<file path="config.mk">
export PLATFORM = sky130hd
export DESIGN_NAME = sysio_top
export DESIGN_NICKNAME = d
export VERILOG_FILES = /design/src/source/sysio_pkg.sv /design/src/source/io_bus_if.sv /design/src/source/sysio_top.sv /design/src/source/read_return.sv /design/src/source/system_regs.sv /design/src/source/input_map.sv
export SDC_FILE = /design/constraint.sdc
export NUM_CORES = 1
export LEC_CHECK = 0
export ABC_AREA = 1
export CORE_ASPECT_RATIO = 0.7
export CORE_MARGIN = 2
export CORE_UTILIZATION = 59
export DETAILED_ROUTE_END_ITERATION = 10
export DONT_BUFFER_PORTS = 1
export PLACE_DENSITY_LB_ADDON = 0.12
export SLEW_MARGIN = 20
export SYNTH_ARGS = -nofsm -noshare
export SYNTH_HDL_FRONTEND = slang
export SYNTH_SLANG_ARGS = --single-unit
</file>
<file path="constraint.sdc">
create_clock -name clk_24 -period 20 [get_ports clk_24]
set_input_delay 6 -clock clk_24 [delete_from_list [all_inputs] [get_ports clk_24]]
set_output_delay 6 -clock clk_24 [all_outputs]
set_load 0.03 [all_outputs]
</file>
<file path="src/source/sysio_pkg.sv">
`default_nettype none

package sysio_pkg;

	// Bus word types
	typedef logic [7:0] byte_t;
	typedef logic [15:0] addr_t;

	// System register addresses
	localparam addr_t MAP_IN0 = 16'h8000;
	localparam addr_t MAP_VIDEO_CTL = 16'h8001;
	localparam addr_t MAP_SYSTEM_PAUSE = 16'h82B6;
	localparam addr_t MAP_SYSTEM_MENU = 16'h82B7;

	// Region starts, each region ends where the next one starts
	localparam addr_t MAP_TIMESTAMP_START = 16'h8002;
	localparam addr_t MAP_TIMER_START = 16'h802A;
	localparam addr_t MAP_JOYSTICK_START = 16'h803A;
	localparam addr_t MAP_JOYSTICK_END = 16'h80FA;
	localparam addr_t MAP_PADDLE_START = 16'h81BA;
	localparam addr_t MAP_SPINNER_START = 16'h81EA;
	localparam addr_t MAP_PS2_KEY_START = 16'h824A;
	localparam addr_t MAP_PS2_MOUSE_START = 16'h8256;

	// Input vector widths
	localparam int JOYSTICK_WIDTH = 192;
	localparam int PADDLE_WIDTH = 48;
	localparam int PS2_KEY_WIDTH = 11;
	localparam int TIMESTAMP_WIDTH = 33;

	// Bytes per input vector, offsets wrap on these
	localparam int TIMESTAMP_BYTES = 5;
	localparam int JOYSTICK_BYTES = 24;
	localparam int PADDLE_BYTES = 6;
	localparam int PS2_KEY_BYTES = 2;

	// Millisecond timer
	localparam int TIMER_WIDTH = 16;
	localparam int TICKS_PER_MS = 24000;
	localparam int PRESCALE_WIDTH = 15;

	// Status byte fixed field, bits 3..2
	localparam logic [1:0] IN0_FIXED = 2'b10;

endpackage

`default_nettype wire
</file>
<file path="src/source/io_bus_if.sv">
`timescale 1ns/1ns
`default_nettype none

interface io_bus_if
	import sysio_pkg::*;
();

	addr_t addr;
	byte_t wdata;
	logic wr;
	logic rd;

	// Bus master side
	modport host (
		output addr, wdata, wr, rd
	);

	// Decoding parts only look at the bus
	modport device (
		input addr, wdata, wr, rd
	);

endinterface

`default_nettype wire

</file>
<file path="src/source/sysio_top.sv">
`timescale 1ns/1ns
`default_nettype none

module sysio_top
	import sysio_pkg::*;
(
	input wire logic clk_24,
	input wire logic rst,

	// CPU side bus
	input wire addr_t addr,
	input wire byte_t wdata,
	input wire logic wr,
	input wire logic rd,
	output byte_t rdata,
	output logic rvalid,

	// Host control
	input wire logic pause,
	input wire logic menu,

	// Hardware inputs
	input wire logic [JOYSTICK_WIDTH-1:0] joystick,
	input wire logic [PADDLE_WIDTH-1:0] paddle,
	input wire logic [PS2_KEY_WIDTH-1:0] ps2_key,
	input wire logic [TIMESTAMP_WIDTH-1:0] timestamp,

	output logic pause_system,
	output logic menu_pending,
	output byte_t video_control
);

	logic in_hit;
	byte_t in_data;
	logic sys_hit;
	byte_t sys_data;

	io_bus_if bus ();

	// Host side of the bus
	assign bus.addr = addr;
	assign bus.wdata = wdata;
	assign bus.wr = wr;
	assign bus.rd = rd;

	input_map u_input_map (
		.clk_24 (clk_24),
		.rst (rst),
		.bus (bus),
		.joystick (joystick),
		.paddle (paddle),
		.ps2_key (ps2_key),
		.timestamp (timestamp),
		.in_hit (in_hit),
		.in_data (in_data)
	);

	system_regs u_system_regs (
		.clk_24 (clk_24),
		.rst (rst),
		.bus (bus),
		.pause (pause),
		.menu (menu),
		.sys_hit (sys_hit),
		.sys_data (sys_data),
		.pause_system (pause_system),
		.menu_pending (menu_pending),
		.video_control (video_control)
	);

	read_return u_read_return (
		.clk_24 (clk_24),
		.rst (rst),
		.rd (rd),
		.in_hit (in_hit),
		.in_data (in_data),
		.sys_hit (sys_hit),
		.sys_data (sys_data),
		.rdata (rdata),
		.rvalid (rvalid)
	);

endmodule

`default_nettype wire

</file>
<file path="src/source/read_return.sv">
`timescale 1ns/1ns
`default_nettype none

module read_return
	import sysio_pkg::*;
(
	input wire logic clk_24,
	input wire logic rst,
	input wire logic rd,
	input wire logic in_hit,
	input wire byte_t in_data,
	input wire logic sys_hit,
	input wire byte_t sys_data,
	output byte_t rdata,
	output logic rvalid
);

	byte_t sel_data;

	// Unmapped addresses read as zero
	always_comb
	begin
		if (in_hit)
			sel_data = in_data;
		else if (sys_hit)
			sel_data = sys_data;
		else
			sel_data = '0;
	end

	// Read data is captured only on a read, so a result holds until the next one
	always_ff @(posedge clk_24)
	begin
		if (rd)
			rdata <= sel_data;
	end

	always_ff @(posedge clk_24)
	begin
		if (rst)
			rvalid <= 1'b0;
		else
			rvalid <= rd;
	end

	// Input and system regions never overlap in the memory map
	a_one_hit: assert property (@(posedge clk_24) disable iff (rst) !(in_hit && sys_hit));

endmodule

`default_nettype wire

</file>
<file path="src/source/system_regs.sv">
`timescale 1ns/1ns
`default_nettype none

module system_regs
	import sysio_pkg::*;
(
	input wire logic clk_24,
	input wire logic rst,
	io_bus_if.device bus,
	input wire logic pause,
	input wire logic menu,
	output logic sys_hit,
	output byte_t sys_data,
	output logic pause_system,
	output logic menu_pending,
	output byte_t video_control
);

	logic in0_cs;
	logic video_ctl_cs;
	logic timer_cs;
	logic pause_cs;
	logic menu_cs;
	logic timer_clear;
	logic ms_tick;
	addr_t timer_off;
	logic [PRESCALE_WIDTH-1:0] prescaler;
	logic [TIMER_WIDTH-1:0] timer;
	logic pause_trigger;
	byte_t in0_data;

	// Address decode
	assign in0_cs = bus.addr == MAP_IN0;
	assign video_ctl_cs = bus.addr == MAP_VIDEO_CTL;
	assign timer_cs = (bus.addr >= MAP_TIMER_START) && (bus.addr < MAP_JOYSTICK_START);
	assign pause_cs = bus.addr == MAP_SYSTEM_PAUSE;
	assign menu_cs = bus.addr == MAP_SYSTEM_MENU;

	// Any write into the timer region restarts the count, data is ignored
	assign timer_clear = bus.wr && timer_cs;
	assign ms_tick = prescaler == PRESCALE_WIDTH'(TICKS_PER_MS - 1);
	assign timer_off = bus.addr - MAP_TIMER_START;

	always_ff @(posedge clk_24)
	begin
		if (rst || timer_clear)
		begin
			prescaler <= '0;
			timer <= '0;
		end
		else if (ms_tick)
		begin
			prescaler <= '0;
			timer <= timer + 1'b1;
		end
		else
		begin
			prescaler <= prescaler + 1'b1;
		end
	end

	// Video control byte
	always_ff @(posedge clk_24)
	begin
		if (rst)
			video_control <= '0;
		else if (bus.wr && video_ctl_cs)
			video_control <= bus.wdata;
	end

	// Pause trigger, the pause input clears it ahead of a write
	always_ff @(posedge clk_24)
	begin
		if (rst || pause)
			pause_trigger <= 1'b0;
		else if (bus.wr && pause_cs)
			pause_trigger <= 1'b1;
	end

	assign pause_system = pause || pause_trigger;

	// Menu trigger, an acknowledging write wins over the menu input
	always_ff @(posedge clk_24)
	begin
		if (rst)
			menu_pending <= 1'b0;
		else if (bus.wr && menu_cs)
			menu_pending <= 1'b0;
		else if (menu)
			menu_pending <= 1'b1;
	end

	// Status byte with live menu level in bit 1
	assign in0_data = {4'b0000, IN0_FIXED, menu, 1'b0};

	assign sys_hit = in0_cs || video_ctl_cs || timer_cs || menu_cs;

	always_comb
	begin
		sys_data = '0;
		if (in0_cs)
			sys_data = in0_data;
		else if (video_ctl_cs)
			sys_data = video_control;
		else if (timer_cs)
			// Little endian, odd offsets give the high byte
			sys_data = timer[{timer_off[0], 3'd0} +: 8];
		else if (menu_cs)
			sys_data = {8{menu_pending}};
	end

	a_prescale_range: assert property (@(posedge clk_24) disable iff (rst)
		prescaler <= PRESCALE_WIDTH'(TICKS_PER_MS - 1));

endmodule

`default_nettype wire

</file>
<file path="src/source/input_map.sv">
`timescale 1ns/1ns
`default_nettype none

module input_map
	import sysio_pkg::*;
(
	input wire logic clk_24,
	input wire logic rst,
	io_bus_if.device bus,
	input wire logic [JOYSTICK_WIDTH-1:0] joystick,
	input wire logic [PADDLE_WIDTH-1:0] paddle,
	input wire logic [PS2_KEY_WIDTH-1:0] ps2_key,
	input wire logic [TIMESTAMP_WIDTH-1:0] timestamp,
	output logic in_hit,
	output byte_t in_data
);

	// Byte k of a zero padded vector, k is the offset wrapped on the byte count
	function automatic byte_t pick_byte(
		input logic [JOYSTICK_WIDTH-1:0] vec,
		input addr_t offset,
		input addr_t count
	);
		addr_t k;
		k = offset % count;
		return vec[k*8 +: 8];
	endfunction

	logic ts_cs;
	logic joy_cs;
	logic pad_cs;
	logic key_cs;
	addr_t ts_off;
	addr_t joy_off;
	addr_t pad_off;
	addr_t key_off;

	// Region decode
	assign ts_cs = (bus.addr >= MAP_TIMESTAMP_START) && (bus.addr < MAP_TIMER_START);
	assign joy_cs = (bus.addr >= MAP_JOYSTICK_START) && (bus.addr < MAP_JOYSTICK_END);
	assign pad_cs = (bus.addr >= MAP_PADDLE_START) && (bus.addr < MAP_SPINNER_START);
	assign key_cs = (bus.addr >= MAP_PS2_KEY_START) && (bus.addr < MAP_PS2_MOUSE_START);

	assign ts_off = bus.addr - MAP_TIMESTAMP_START;
	assign joy_off = bus.addr - MAP_JOYSTICK_START;
	assign pad_off = bus.addr - MAP_PADDLE_START;
	assign key_off = bus.addr - MAP_PS2_KEY_START;

	assign in_hit = ts_cs || joy_cs || pad_cs || key_cs;

	always_comb
	begin
		in_data = '0;
		if (ts_cs)
			in_data = pick_byte(JOYSTICK_WIDTH'(timestamp), ts_off, addr_t'(TIMESTAMP_BYTES));
		else if (joy_cs)
			in_data = pick_byte(joystick, joy_off, addr_t'(JOYSTICK_BYTES));
		else if (pad_cs)
			in_data = pick_byte(JOYSTICK_WIDTH'(paddle), pad_off, addr_t'(PADDLE_BYTES));
		else if (key_cs)
			in_data = pick_byte(JOYSTICK_WIDTH'(ps2_key), key_off, addr_t'(PS2_KEY_BYTES));
	end

	// The host never issues a read and a write in the same cycle
	a_no_rd_wr: assert property (@(posedge clk_24) disable iff (rst) !(bus.rd && bus.wr));

endmodule

`default_nettype wire

</file>
==> results by group <==
Yosys
  • Synth top area cells: nand2_1 (20%), nand3_1 (12%), nor2_1 (7.7%)
  • Gate count of the mapped netlist: 2892
  • Synthesized cell area: between 15000 and 20000 µm²
  • Distinct cell type count after synthesis: 67
  • Ys Warns: 0
  • Area share of the largest cell type after synthesis: 20.3%
  • Commonest register cell after synthesis: dfxtp_1
  • EDFF count, synth: 8
  • Avg Synthesized Cell Area: approximately 5.3 µm²
  • Sequential area share after synthesis: 7.10%
  • Largest area contributor in the netlist: nand2_1
  • Ys async rst share: 0%
  • Post-Syn Nets: 3219
  • Synthesis-stage register bit count: 50

Placed design
  • DP HPWL: approximately 48 mm
  • Place WS: 1.49 ns
  • IO buf count: 0
  • Routability Congestion: 1.04
  • Placed cell areas: 15300 µm²

Route
  • Vias/cell: slightly above 6
  • Starting DRT DRC Count: 2163
  • Final wirelength: 58.0 mm
  • DRC: 0
  • Via count: 19555
  • DR pass1 iterations: 6
  • ANT nets after route: 0
  • Routed WL per cell: 18.2 µm

STA
  • Relative slew slack: 20.0%
  • Final hold violations: 0
  • Clk_skew: about 0.011 ns
  • Tmin final: 18.61 ns
  • Worst setup margin: about 1.4 ns
  • RSZ-0062 raised after global routing: no
  • Setup_tns: 0 ns
  • Max Clk Rate: 53.7 MHz
  • Min Hold Slack: 0.457 ns
  • Endpoints failing setup: 0
  • Final Cycle Share: 93.1%
  • Slew Limit Fails: 0
  • Worst slew pin tran: 1.19 ns

Die
  • IO Pins: between 300 and 400
  • Die height: 138 µm
  • Area of the die: 27100 µm²
  • Initial core utilization: approximately 60%
  • FP Rows: between 40 and 50
  • Die extent in x: 196 µm
  • Placeable core area: 25500 µm²

Cells and area
  • Final #Nets: 3160
  • Most frequent cells in the layout: nand2_1 (825), nand3_1 (374), nor2_1 (311), inv_1 (306), o21ai_0 (176)
  • P&R area growth vs syn: 1.43%
  • Layout cell share with drive strength beyond 1: 11.0%
  • Commonest non-fill, non-tap cell in the layout: nand2_1
  • Final Cell Area: 15400 µm²

Setup path
  • Startpoint types: input pin
  • Slowest-stage cell, CP: nor3_1
  • CP Data Required Time: 20.03 ns
  • FF-to-FF setup slack: about 17 ns
  • R2R Path End: u_system_regs.timer[15]$_SDFFE_PP0P_
  • Max incr delay on CP: 0.95 ns
  • Launch point of the worst reg-to-reg path: u_system_regs.prescaler[0]$_SDFF_PP0_
  • Most frequent CP cell: nand2_1
  • Reg2Reg Depth: 15
  • CP Capture Type: flip-flop
  • Arrival time worst endpoint: 18.64 ns
  • Crit Path Max Fanout: 64
  • Top delay family on crit path: simple AND/OR/NAND/NOR gates
  • Worst Path Buf+Inv: 9
  • Kind of critical path: input pin to flip-flop

Clock tree
  • Clk sink count: 50
  • Clock transition at path regs: approximately 0.07 ns
  • CTS Buf Count: 5
  • Postcts setup bufs: 0
  • CTS tree: built
  • Post-CTS Hold Buffers: 0
  • Worst skew pair latency: 0.31 ns
  • Max Root-Sink Buffers: 2
  • H-tree levels: 2
  • Clock Root Buffer: clkbuf_16
  • CTS resizes: 0

Global routing
  • Initial antenna violation count: 18
  • Global Route Usage Sum: between 40% and 50%
  • First-pass GRT wire length: 88.6 mm
  • Largest net degree at the start of global routing: 147
  • Vias in the first global route: 16487
  • Total grt overflow: 0

Worst hold path
  • Hold path cells: 1
  • Hold EP: u_system_regs.prescaler[0]$_SDFF_PP0_
  • Min-delay src: u_system_regs.prescaler[0]$_SDFF_PP0_
  • Hold crit path type: flip-flop to flip-flop

Flow run
  • Max-Cap Viols: 0

Outcome
  • Status: complete, no violations
## worst register-to-register path: cells and delay by family, from the launching register on
kind / cells / cell delay, ns
AND/OR/NAND/NOR: 11 / 1.83
flip-flops: 1 / 0.36
buffers and inverters: 2 / 0.30
adder cells (fa/ha/maj): 1 / 0.18
XOR/XNOR: 1 / 0.16
## state kept, by name, indices dropped and copies added (netlist names)
signal / cells
u_system_regs.video_control: 8
u_read_return.rvalid: 1
u_system_regs.pause_trigger: 1
u_system_regs.prescaler: 15
u_read_return.rdata: 8
u_system_regs.menu_pending: 1
u_system_regs.timer: 16
## cell usage after synthesis (all sizes together) (20+ instances only)
library cell    n
a21oi          61
buf            34
clkbuf         45
dfxtp          42
inv           346
nand2         943
nand3         402
nand3b         30
nand4          93
nor2          378
nor3           45
o21ai         210
o221ai         20
o22ai          26
xnor2          22
xor2           57
## worst max-delay path by stage
| stage | from | to | slack (ns) | cells past startpoint |
|---|---|---|---|---|
| floorplan | addr[1] | u_read_return.rdata[0]$_DFFE_PP_ | 4.12 | 89 |
| CTS | addr[1] | u_read_return.rdata[7]$_DFFE_PP_ | 1.77 | 86 |
| detailed placement | addr[1] | u_read_return.rdata[7]$_DFFE_PP_ | 1.49 | 88 |
| global route | addr[1] | u_read_return.rdata[5]$_DFFE_PP_ | 0.19 | 90 |
| global placement | addr[1] | u_read_return.rdata[7]$_DFFE_PP_ | 2.04 | 88 |
| finish | addr[1] | u_read_return.rdata[7]$_DFFE_PP_ | 1.39 | 86 |
## cells by family (layout without fill, tap and decap cells)
logic type / count (synthesis) / count (layout) / share of synthesized area (%)
AOI/OAI and AO/OA: 371 / 371 / 14.2
xor gates and xnor gates: 79 / 79 / 4.74
adders and majority gates: 13 / 13 / 1.07
buffers and inverters: 436 / 378 / 11.9
DFF: 50 / 50 / 7.10
muxes: 15 / 15 / 0.986
other: 0 / 13 / 0
and+or+nand+nor: 1928 / 1928 / 59.9
## per-layer routing
| layer | global-route usage [%] | vias to the layer above | part of all wire (%) |
|---|---|---|---|
| li1 | - | 9431 | - |
| met1 | 60.6 | 8762 | 44 |
| met2 | 55.9 | 1220 | 39 |
| met3 | 10.1 | 128 | 14 |
| met4 | 12.4 | 14 | 3.5 |
| met5 | 0 | - | 0.14 |
## final cells by class
cell class              instances  area [µm²]
diodes                         13        32.5
well taps                     331         414
clock buffers                   6         129
flip-flops and latches         50        1080
multi-input cells            2406       12300
clock inverters                 2        13.8
fillers                      2614       10100
repair buffers                 13        97.6
inverters                     357        1350
## metrics by stage
stage	instances	util, %
2_1_floorplan	2892	-
3_3_place_gp	3157	59.9
3_5_place_dp	3157	59.9
4_1_cts	3165	60.4
5_1_grt	3173	60.5
6_report	3178	60.6
Power is not shown: default switching activity piles up to over one toggle a cycle in this logic, so the estimate is an artifact.
